## config.mk

```make
export PLATFORM = sky130hd
export DESIGN_NAME = l1_cache
export DESIGN_NICKNAME = d
export VERILOG_FILES = /design/src/logic/cache_pkg.sv /design/src/logic/frame_store.sv /design/src/logic/cache_ctrl.sv /design/src/logic/l1_cache.sv
export VERILOG_INCLUDE_DIRS = /design/src /design/src/logic
export SDC_FILE = /design/constraint.sdc
export NUM_CORES = 2
export LEC_CHECK = 0
export BUFFER_PORTS_ARGS = -buffer_cell sky130_fd_sc_hd__buf_2
export CAP_MARGIN = 20
export CORE_ASPECT_RATIO = 1.5
export CORE_MARGIN = 3
export CORE_UTILIZATION = 50
export CTS_CLUSTER_DIAMETER = 40
export DETAILED_ROUTE_END_ITERATION = 10
export PLACE_DENSITY = 0.73
export SLEW_MARGIN = 20
export SYNTH_ARGS = -nofsm -noshare
export SYNTH_HDL_FRONTEND = slang
export SYNTH_SLANG_ARGS = --single-unit
```

## constraint.sdc

```tcl
create_clock -name CLK -period 24.3 [get_ports CLK]
set_input_delay 3.645 -clock CLK [delete_from_list [all_inputs] [get_ports CLK]]
set_output_delay 3.645 -clock CLK [all_outputs]
set_load 0.05 [all_outputs]
```

## src/logic/cache_defs.svh

```systemverilog
// Cache geometry and bus width definitions for the L1 data cache
`ifndef CACHE_DEFS_SVH
`define CACHE_DEFS_SVH

// bus widths
`define WORD_W 32
`define ADDR_W 32

// both geometry sizes must be powers of two
`define CACHE_SETS 16
`define BLOCK_WORDS 2

// derived index widths
`define SET_BITS ($clog2(`CACHE_SETS))
`define WORD_SEL_BITS ($clog2(`BLOCK_WORDS))

// two low bits select the byte inside a word
`define TAG_BITS (`ADDR_W - `SET_BITS - `WORD_SEL_BITS - 2)

// one enable per byte of a data word
`define BYTE_EN_W (`WORD_W / 8)

`endif

```

## src/logic/cache_pkg.sv

```systemverilog
// Cache package with the bus, frame and address types and the controller states
`default_nettype none

`include "cache_defs.svh"

package cache_pkg;

    typedef logic [`WORD_W-1:0] word_t;

    // processor address split into cache fields
    typedef struct packed {
        logic [`TAG_BITS-1:0]      tag;
        logic [`SET_BITS-1:0]      set_idx;
        logic [`WORD_SEL_BITS-1:0] word_sel;
        logic [1:0]                byte_off;
    } cache_addr_t;

    // one frame per set
    typedef struct packed {
        logic                          valid;
        logic                          dirty;
        logic [`TAG_BITS-1:0]          tag;
        word_t [`BLOCK_WORDS-1:0]      data;
    } frame_t;

    typedef struct packed {
        logic                  ren;
        logic                  wen;
        logic [`ADDR_W-1:0]    addr;
        word_t                 wdata;
        logic [`BYTE_EN_W-1:0] byte_en;
    } proc_req_t;

    typedef struct packed {
        logic  busy;
        word_t rdata;
    } proc_rsp_t;

    typedef struct packed {
        logic               ren;
        logic               wen;
        logic [`ADDR_W-1:0] addr;
        word_t              wdata;
    } mem_req_t;

    typedef struct packed {
        logic  busy;
        word_t rdata;
    } mem_rsp_t;

    typedef enum logic [2:0] {
        INIT,
        READY,
        WRITEBACK,
        FETCH,
        FLUSH
    } cache_state_e;

endpackage

`default_nettype wire

```

## src/logic/frame_store.sv

```systemverilog
// Frame store holding one cache frame per set with a bit-masked write
`default_nettype none

`include "cache_defs.svh"

module frame_store (
    input  logic                  CLK,
    input  logic [`SET_BITS-1:0]  set_sel,
    input  logic                  wen,
    input  cache_pkg::frame_t     wdata,
    input  cache_pkg::frame_t     mask,
    output cache_pkg::frame_t     rdata
);

    cache_pkg::frame_t frames [`CACHE_SETS];
    cache_pkg::frame_t merged;

    // read port is asynchronous so hit detection fits in one cycle
    assign rdata = frames[set_sel];

    // a zero mask bit takes the new value, a one keeps the stored bit
    assign merged = (frames[set_sel] & mask) | (wdata & ~mask);

    always_ff @(posedge CLK) begin
        if (wen) begin
            frames[set_sel] <= merged;
        end
    end

endmodule

`default_nettype wire

```

## src/logic/cache_ctrl.sv

```systemverilog
// Cache controller FSM for hits, block fill, victim write-back and flush
`default_nettype none

`include "cache_defs.svh"

module cache_ctrl (
    input  logic                  CLK,
    input  logic                  nRST,
    input  logic                  flush,
    output logic                  flush_done,
    input  cache_pkg::proc_req_t  proc_req,
    output cache_pkg::proc_rsp_t  proc_rsp,
    output cache_pkg::mem_req_t   mem_req,
    input  cache_pkg::mem_rsp_t   mem_rsp,
    output logic [`SET_BITS-1:0]  set_sel,
    output logic                  store_wen,
    output cache_pkg::frame_t     store_wdata,
    output cache_pkg::frame_t     store_mask,
    input  cache_pkg::frame_t     store_rdata
);

    cache_pkg::cache_state_e state, next_state;
    logic flush_req, next_flush_req;
    logic next_flush_done;
    logic [`WORD_SEL_BITS-1:0] word_cnt, next_word_cnt;
    logic [`SET_BITS-1:0] set_cnt, next_set_cnt;

    cache_pkg::cache_addr_t req_addr;
    logic access;
    logic hit;
    logic last_word;
    logic last_set;
    logic frame_done;
    logic [`WORD_W-1:0] byte_mask;

    assign req_addr  = cache_pkg::cache_addr_t'(proc_req.addr);
    assign access    = proc_req.ren || proc_req.wen;
    assign hit       = store_rdata.valid && (store_rdata.tag == req_addr.tag);
    assign last_word = (word_cnt == (`WORD_SEL_BITS)'(`BLOCK_WORDS - 1));
    assign last_set  = (set_cnt == (`SET_BITS)'(`CACHE_SETS - 1));

    // expand byte enables to a bit mask
    always_comb begin
        for (int i = 0; i < `BYTE_EN_W; i++) begin
            byte_mask[8*i +: 8] = {8{proc_req.byte_en[i]}};
        end
    end

    always_ff @(posedge CLK, negedge nRST) begin
        if (!nRST) begin
            state      <= cache_pkg::INIT;
            flush_req  <= 1'b0;
            flush_done <= 1'b0;
            word_cnt   <= '0;
            set_cnt    <= '0;
        end else begin
            state      <= next_state;
            flush_req  <= next_flush_req;
            flush_done <= next_flush_done;
            word_cnt   <= next_word_cnt;
            set_cnt    <= next_set_cnt;
        end
    end

    // keep a flush that shows up mid-miss until READY can take it
    always_comb begin
        next_flush_req = flush_req;
        if (flush) begin
            next_flush_req = 1'b1;
        end
        if (state == cache_pkg::FLUSH) begin
            next_flush_req = 1'b0;
        end
    end

    always_comb begin
        next_state      = state;
        next_word_cnt   = word_cnt;
        next_set_cnt    = set_cnt;
        next_flush_done = 1'b0;
        frame_done      = 1'b0;
        set_sel         = req_addr.set_idx;
        store_wen       = 1'b0;
        store_wdata     = '0;
        store_mask      = '1;
        proc_rsp.busy   = 1'b1;
        proc_rsp.rdata  = store_rdata.data[req_addr.word_sel];
        mem_req         = '0;

        case (state)
            cache_pkg::INIT: begin
                // wipe one set per cycle
                set_sel      = set_cnt;
                store_wen    = 1'b1;
                store_mask   = '0;
                next_set_cnt = set_cnt + 1'b1;
                if (last_set) begin
                    next_set_cnt = '0;
                    next_state   = cache_pkg::READY;
                end
            end

            cache_pkg::READY: begin
                if (flush || flush_req) begin
                    next_state = cache_pkg::FLUSH;
                end else if (access && hit) begin
                    proc_rsp.busy = 1'b0;
                    if (proc_req.wen) begin
                        // only the enabled bytes of the addressed word change
                        store_wen                           = 1'b1;
                        store_wdata.dirty                   = 1'b1;
                        store_mask.dirty                    = 1'b0;
                        store_wdata.data[req_addr.word_sel] = proc_req.wdata;
                        store_mask.data[req_addr.word_sel]  = ~byte_mask;
                    end
                end else if (access) begin
                    next_word_cnt = '0;
                    if (store_rdata.valid && store_rdata.dirty) begin
                        next_state = cache_pkg::WRITEBACK;
                    end else begin
                        next_state = cache_pkg::FETCH;
                    end
                end
            end

            cache_pkg::WRITEBACK: begin
                // victim address is rebuilt from the stored tag
                mem_req.wen   = 1'b1;
                mem_req.addr  = {store_rdata.tag, req_addr.set_idx, word_cnt, 2'b00};
                mem_req.wdata = store_rdata.data[word_cnt];
                if (!mem_rsp.busy) begin
                    next_word_cnt = word_cnt + 1'b1;
                    if (last_word) begin
                        store_wen        = 1'b1;
                        store_mask.dirty = 1'b0;
                        next_word_cnt    = '0;
                        next_state       = cache_pkg::FETCH;
                    end
                end
            end

            cache_pkg::FETCH: begin
                mem_req.ren  = 1'b1;
                mem_req.addr = {req_addr.tag, req_addr.set_idx, word_cnt, 2'b00};
                if (!mem_rsp.busy) begin
                    // frame stays invalid until its last word lands
                    store_wen                  = 1'b1;
                    store_wdata.data[word_cnt] = mem_rsp.rdata;
                    store_mask.data[word_cnt]  = '0;
                    store_wdata.tag            = req_addr.tag;
                    store_mask.tag             = '0;
                    store_wdata.valid          = last_word;
                    store_mask.valid           = 1'b0;
                    next_word_cnt              = word_cnt + 1'b1;
                    if (last_word) begin
                        next_word_cnt = '0;
                        next_state    = cache_pkg::READY;
                    end
                end
            end

            cache_pkg::FLUSH: begin
                set_sel = set_cnt;
                if (store_rdata.valid && store_rdata.dirty) begin
                    mem_req.wen   = 1'b1;
                    mem_req.addr  = {store_rdata.tag, set_cnt, word_cnt, 2'b00};
                    mem_req.wdata = store_rdata.data[word_cnt];
                    if (!mem_rsp.busy) begin
                        next_word_cnt = word_cnt + 1'b1;
                        frame_done    = last_word;
                    end
                end else begin
                    frame_done = 1'b1;
                end

                // clear the frame and move on to the next set
                if (frame_done) begin
                    store_wen     = 1'b1;
                    store_mask    = '0;
                    next_word_cnt = '0;
                    next_set_cnt  = set_cnt + 1'b1;
                    if (last_set) begin
                        next_set_cnt    = '0;
                        next_flush_done = 1'b1;
                        next_state      = cache_pkg::READY;
                    end
                end
            end

            default: begin
                next_state = cache_pkg::INIT;
            end
        endcase
    end

endmodule

`default_nettype wire

```

## src/logic/l1_cache.sv

```systemverilog
// Direct-mapped write-back L1 data cache between a processor port and memory
`default_nettype none

`include "cache_defs.svh"

module l1_cache (
    input  logic                  CLK,
    input  logic                  nRST,
    input  logic                  flush,
    output logic                  flush_done,
    input  cache_pkg::proc_req_t  proc_req,
    output cache_pkg::proc_rsp_t  proc_rsp,
    output cache_pkg::mem_req_t   mem_req,
    input  cache_pkg::mem_rsp_t   mem_rsp
);

    // controller to frame store
    logic [`SET_BITS-1:0] set_sel;
    logic                 store_wen;
    cache_pkg::frame_t    store_wdata;
    cache_pkg::frame_t    store_mask;
    cache_pkg::frame_t    store_rdata;

    cache_ctrl ctrl (
        .CLK         (CLK),
        .nRST        (nRST),
        .flush       (flush),
        .flush_done  (flush_done),
        .proc_req    (proc_req),
        .proc_rsp    (proc_rsp),
        .mem_req     (mem_req),
        .mem_rsp     (mem_rsp),
        .set_sel     (set_sel),
        .store_wen   (store_wen),
        .store_wdata (store_wdata),
        .store_mask  (store_mask),
        .store_rdata (store_rdata)
    );

    frame_store store (
        .CLK     (CLK),
        .set_sel (set_sel),
        .wen     (store_wen),
        .wdata   (store_wdata),
        .mask    (store_mask),
        .rdata   (store_rdata)
    );

endmodule

`default_nettype wire

```

* Yosys cells after proc, flatten, opt, wreduce, memory -nomap -nowiden
Memory sizes are Yosys's and may differ from the RTL's. Index checks and enable logic that the tools add are counted.
Operators by class: add/sub/neg operators 2, $lt $le $gt $ge 4, eq/ne operators 19, mux-type cells 81, bitwise logic cells 10, reductions and logical operators 16
Operators by type and width (number):
- $mux 64 | 6
- $pmux 64 s4 | 1
- $mux 32 | 6
- $and 91x91->91 | 2
- $mux 89 | 2
- $and 64x64->64 | 2
- $not 64->64 | 2
- $pmux 64 s2 | 1
- $pmux 32 s3 | 1
- $mux 91 | 1
- $not 91->91 | 1
- $or 91x91->91 | 1
- $pmux 25 s3 | 1
- $mux 65 | 1
- $demux 32 s1 | 2
- $or 64x64->64 | 1
- $pmux 32 s2 | 1
- $mux 1 | 38
- $not 32->32 | 1
- $mux 3 | 9
- $eq 25x25->1 | 1
- $mux 25 | 1
- $pmux 3 s5 | 1
- $reduce_and 7->1 | 2
- other kinds (26) | 47
Storage, ports and cells: register bits after elaboration 10, RAM bits 1456, output and inout port bits 100, word-level logic and storage cells 138, memories kept 1
Memories:
- store.frames | depth 16, width 91, read ports 1, clocked after Yosys merged registers in 0, write ports 1, line frame_store.sv:15 | cache_pkg::frame_t frames [`CACHE_SETS];

* Longest topological paths before layout
depth in word-level cells 13, mapped depth 18, mapped depth without buffers 11

* Hierarchy
A second synthesis with hierarchy kept.
Unflattened totals: cells, all modules 3396, area, all modules 61659.1 sq um
Modules (own cells, without submodules):
- frame_store | times used 1, cells an instance 2911, area each 57770.4 sq um, sequential area each 43721.9 sq um
- cache_ctrl | times used 1, cells an instance 485, area each 3888.7 sq um, sequential area each 250.2 sq um

* Worst setup path after synthesis
OpenSTA, ideal clock, no wires.
path type input -> register, start input port proc_req[39] (netlist bit), end memory store.frames[0][0] (netlist bit), enable pin, library setup time 0.542 ns, arrival 10.008 ns, data required time 23.758 ns, slack 13.751 ns, cell stages on the path 14, path through o211ai_1 -> o21a_1 -> buf_2 -> buf_2 -> buf_1 -> o22ai_1 -> o21ai_0 -> nand4_1 -> xnor2_1 -> nor4_4 -> nand3_1 -> o31ai_1 -> nand2_1 -> nor2_1
Between the ends: longest elaborated chain between the ends 10, elaborated cells on any way between the ends 14, classes of those cells eq/ne: 1; mux: 9; reduce/logical: 3; memory: 1
Ends and longest elaborated chain:
- from (decl) | line l1_cache.sv:11 | input cache_pkg::proc_req_t proc_req,
- $mux 4 (*) | line cache_ctrl.sv:90 | case (state)
- $mem_v2 16x91
- $eq 25x25->1 | line cache_ctrl.sv:38 | assign hit = store_rdata.valid && (store_rdata.tag == req_addr.tag);
- $logic_and 1x1->1 | line cache_ctrl.sv:38
- $logic_and 1x1->1 | line cache_ctrl.sv:106 | end else if (access && hit) begin
- $mux 1 | line cache_ctrl.sv:106
- $mux 1 | line cache_ctrl.sv:104 | if (flush || flush_req) begin
- $pmux 1 s5 | line cache_ctrl.sv:90
- $mux 1 | line frame_store.sv:25 | if (wen) begin
- $mux 1 (not written as such) | line frame_store.sv:26 | frames[set_sel] <= merged;
- to (decl) | line frame_store.sv:15
Mark *: on every way between the ends. The rest lies on a longest branch, timed or not. The select of a mux whose other input is x is not followed.

==> impl_metrics.csv <==
group,metric,value,unit
worst_setup_path,crit_slowest_cell,"buf_4",
drt,via_per_inst,6.85,
cts,cts_buffer_depth,3,
grt,antenna_found_initial,9,
drt,routed_wl,158000,µm
cells_and_area,fillers,8170,
cts,holdBufCountCts,0,
cells_and_area,final_cells,5216,
cells_and_area,seqCellArea,0.0440,mm²
cts,clk_latency,0.76,ns
drt,wire_per_inst,30.3,µm
worst_setup_path,end_kind,"primary output",
sta,slew_violations,0,
cells_and_area,fin_util,57.2,%
grt,grt_max_degree,150,
floorplanning,rows,150,
yosys,syn-cell-area,0.0568,mm²
cts,cts_buffers,138,
worst_setup_path,crit_path_start_kind,"input pin",
sta,fmax,0.0834,GHz
sta,finalHoldViolations,0,
yosys,yosysWarnings,0,
worst_setup_path,crit_buf_inv,5,
pwr,p_leak,0.0205,µW
yosys,synth_edf_count,1456,
drt,vias,35754,
sta,rsz0062_at_grt,"false",
floorplanning,dieHeight,419,µm
placed_design,gp_congestion,0.812,
grt,grt_util_all_layers,26.3,%
worst_setup_path,path_cells,"buf_2 > nand2b_1 > o21ai_4 > buf_4 > buf_4 > buf_4 > a22o_1 > a221oi_1 > o22ai_1 > nor3_1 > mux2i_1 > buf_2",
sta,worst_pin_slew,1.16,ns
cells_and_area,fin_nets,3770,
placed_design,dp_hpwl,82400,µm
worst_setup_path,cp_top_family,"buffers and inverters",
drt,detail-route-antenna-nets,0,
worst_setup_path,critical_path.max_fanout,70,
worst_hold_path,min_path_type,"register to register",
drt,drc,0,
outcome,status,"finished, final reports clean",
worst_setup_path,cp_common_cell,"buf_4",
worst_setup_path,required,20.65,ns
worst_setup_path,slowest_delay,0.83,ns
floorplanning,ioPinCount,206,
cts,path_clk_slew,0.06,ns
cts,htreeDepth,4,
yosys,synthesis.instances,3484,
worst_setup_path,crit_type,"input pin to primary output",
sta,relSlewSlack,20.4,%
drt,first_iter_violations,4978,
floorplanning,coreArea,0.112,mm²
grt,grt_pass1_vias,34889,
placed_design,place_ws,12.33,ns
placed_design,place_inst,4962,
grt,grt_overflow,0,
yosys,ys_seq_area_share,77.4,%
floorplanning,die_area,0.118,mm²
pwr,vdd_drop_max,109,µV
cells_and_area,syn2layout_area_growth,12.7,%
cells_and_area,drive_gt1_share,15.6,%
sta,post-route-period-util,49.3,%
sta,setup_viol,0,
sta,fin_skew,0.0312,ns
yosys,synth_cell_types,63,
sta,post-route-worst-setup-slack,12.31,ns
sta,fin_setup_tns,0,ns
drt,first_pass_iters,8,
yosys,synthFlopType,"edfxtp_1",
cells_and_area,multi_input_area,0.0121,mm²
job,maxCapViolations,0,
sta,post-route-min-period,11.99,ns
pwr,power_density,158,mW/mm²
worst_setup_path,worstPathArrival,8.35,ns
yosys,ys_seq_elements,1466,
cts,cts_setup_buffers,0,
cts,clkSinkCount,1466,
grt,grt_pass1_wl,226000,µm
placed_design,io_buffers,201,
floorplanning,die_w,281,µm
floorplanning,initial_core_util,50.7,%
yosys,ys_async_sr_fraction,0.682,%
cts,cts_tree,"done",
yosys,syn_area_per_cell,16.3,µm²
cts,cts-root-buf,"clkbuf_16",
cts,cts_resized,0,
[placed cells by master, fill, tap and decap left out, types with 6 or more instances in the layout]
cell,n
a22oi_1,400
a31oi_1,65
clkinv_1,26
buf_2,203
nor2_4,17
bufinv_16,6
xor2_1,15
inv_6,9
nor4_1,68
clkbuf_16,145
clkinv_2,13
and3_1,60
o21ai_0,114
xnor2_1,11
o21ai_2,6
dfrtp_1,9
a32oi_1,6
a211oi_1,32
nand3_1,13
nand4_1,33
a21oi_1,209
buf_4,93
edfxtp_1,1456
o21ai_4,6
clkinvlp_4,6
o21ai_1,49
o22ai_1,235
mux2i_1,56
nor2_1,11
nand2_1,69
a22o_1,68
o21a_4,6
clkbuf_1,29
mux2i_2,35
nor3_1,39
a221oi_1,65
[state kept, by name, summed over array words and instances (netlist names)]
| name | flops |
|---|---|
| ctrl.flush_req | 1 |
| ctrl.state | 3 |
| ctrl.set_cnt | 4 |
| ctrl.last_word | 1 |
| ctrl.flush_done | 1 |
| store.frames | 1456 |
[routing by layer]
metal / wire length [µm] / GRT usage (%) / vias up
met1: 55200 / 33.2 / 17819
met3: 19400 / 6.96 / 425
met2: 76900 / 42.7 / 2585
met4: 6320 / 11.7 / 6
met5: 44 / 0 / -
li1: - / - / 14919
[synthesized netlist by cell type, types with 61 or more instances]
| library cell | count | area share [%] |
|---|---|---|
| a221oi_1 | 65 | 1.0 |
| o21ai_0 | 131 | 1.2 |
| edfxtp_1 | 1456 | 77 |
| nand2_1 | 69 | 0.46 |
| clkbuf_1 | 191 | 1.3 |
| and3_1 | 61 | 0.67 |
| mux2i_1 | 91 | 1.6 |
| a31oi_1 | 65 | 0.72 |
| nor4_1 | 69 | 0.76 |
| o22ai_1 | 236 | 2.6 |
| a22oi_1 | 400 | 5.3 |
| a22o_1 | 68 | 1.0 |
| a21oi_1 | 209 | 1.8 |
[final timing paths]
| check | cells after the start | from | slack, ns | endpoint |
|---|---|---|---|---|
| setup / recovery | 12 | proc_req[40] | 12.31 | proc_rsp[8] |
| hold / removal | 1 | ctrl.set_cnt[0]$_DFFE_PN0P_ | 0.62 | ctrl.set_cnt[0]$_DFFE_PN0P_ |
| setup reg to reg | 14 | ctrl.state[1]$_DFFE_PN0P_ | 15.47 | store.frames[10][10]$_DFFE_PP_ |
| hold reg to reg | 1 | ctrl.set_cnt[0]$_DFFE_PN0P_ | 0.62 | ctrl.set_cnt[0]$_DFFE_PN0P_ |
| max in group asynchronous | 1 | nRST | 21.34 | ctrl.last_word$_DFFE_PN0P_ |
| min in group asynchronous | 1 | nRST | 2.75 | ctrl.set_cnt[0]$_DFFE_PN0P_ |
[power by group]
group	internal, µW	switching, µW	total [µW]	leakage, µW
Clock	1170	912	2080	0.00211
Combinational	943	3020	3960	0.00484
Sequential	3940	113	4050	0.0136
Total	6040	4050	10100	0.0205
[through the flow]
| stage | hold slack, ns | total power (µW) | instance area, µm² |
|---|---|---|---|
| finish | 0.616 | 10100 | 64100 |
| global route | 0.635 | 10400 | 64000 |
| CTS | 0.615 | 9970 | 63900 |
| detailed placement | 0.603 | 7920 | 59500 |
| global placement | 0.593 | 7820 | 59500 |
| floorplan | 0.536 | 6590 | 56800 |
[final cells by class]
cell class | count | area share, %
Multi-Input combinational cell | 1750 | 18.9
Inverter | 6 | 0.0352
Tap cell | 1444 | 2.82
Timing Repair Buffer | 301 | 2.79
Clock inverter | 70 | 0.975
Sequential cell | 1466 | 68.7
Antenna cell | 5 | 0.0195
Clock buffer | 174 | 5.83
[cell families (layout without fill, tap and decap cells)]
kind of cell | Yosys count | count (layout) | share of synthesized area [%]
flops | 1466 | 1466 | 77.4
compound gates | 1276 | 1276 | 14.9
simple gates | 353 | 353 | 3.53
buf+inv | 269 | 551 | 2.09
mux | 92 | 92 | 1.62
xor+xnor | 26 | 26 | 0.401
fa+ha+maj | 1 | 1 | 0.0220
other cells | 1 | 7 | 0.00660
No activity file was read; power rests on OpenSTA's default activity.
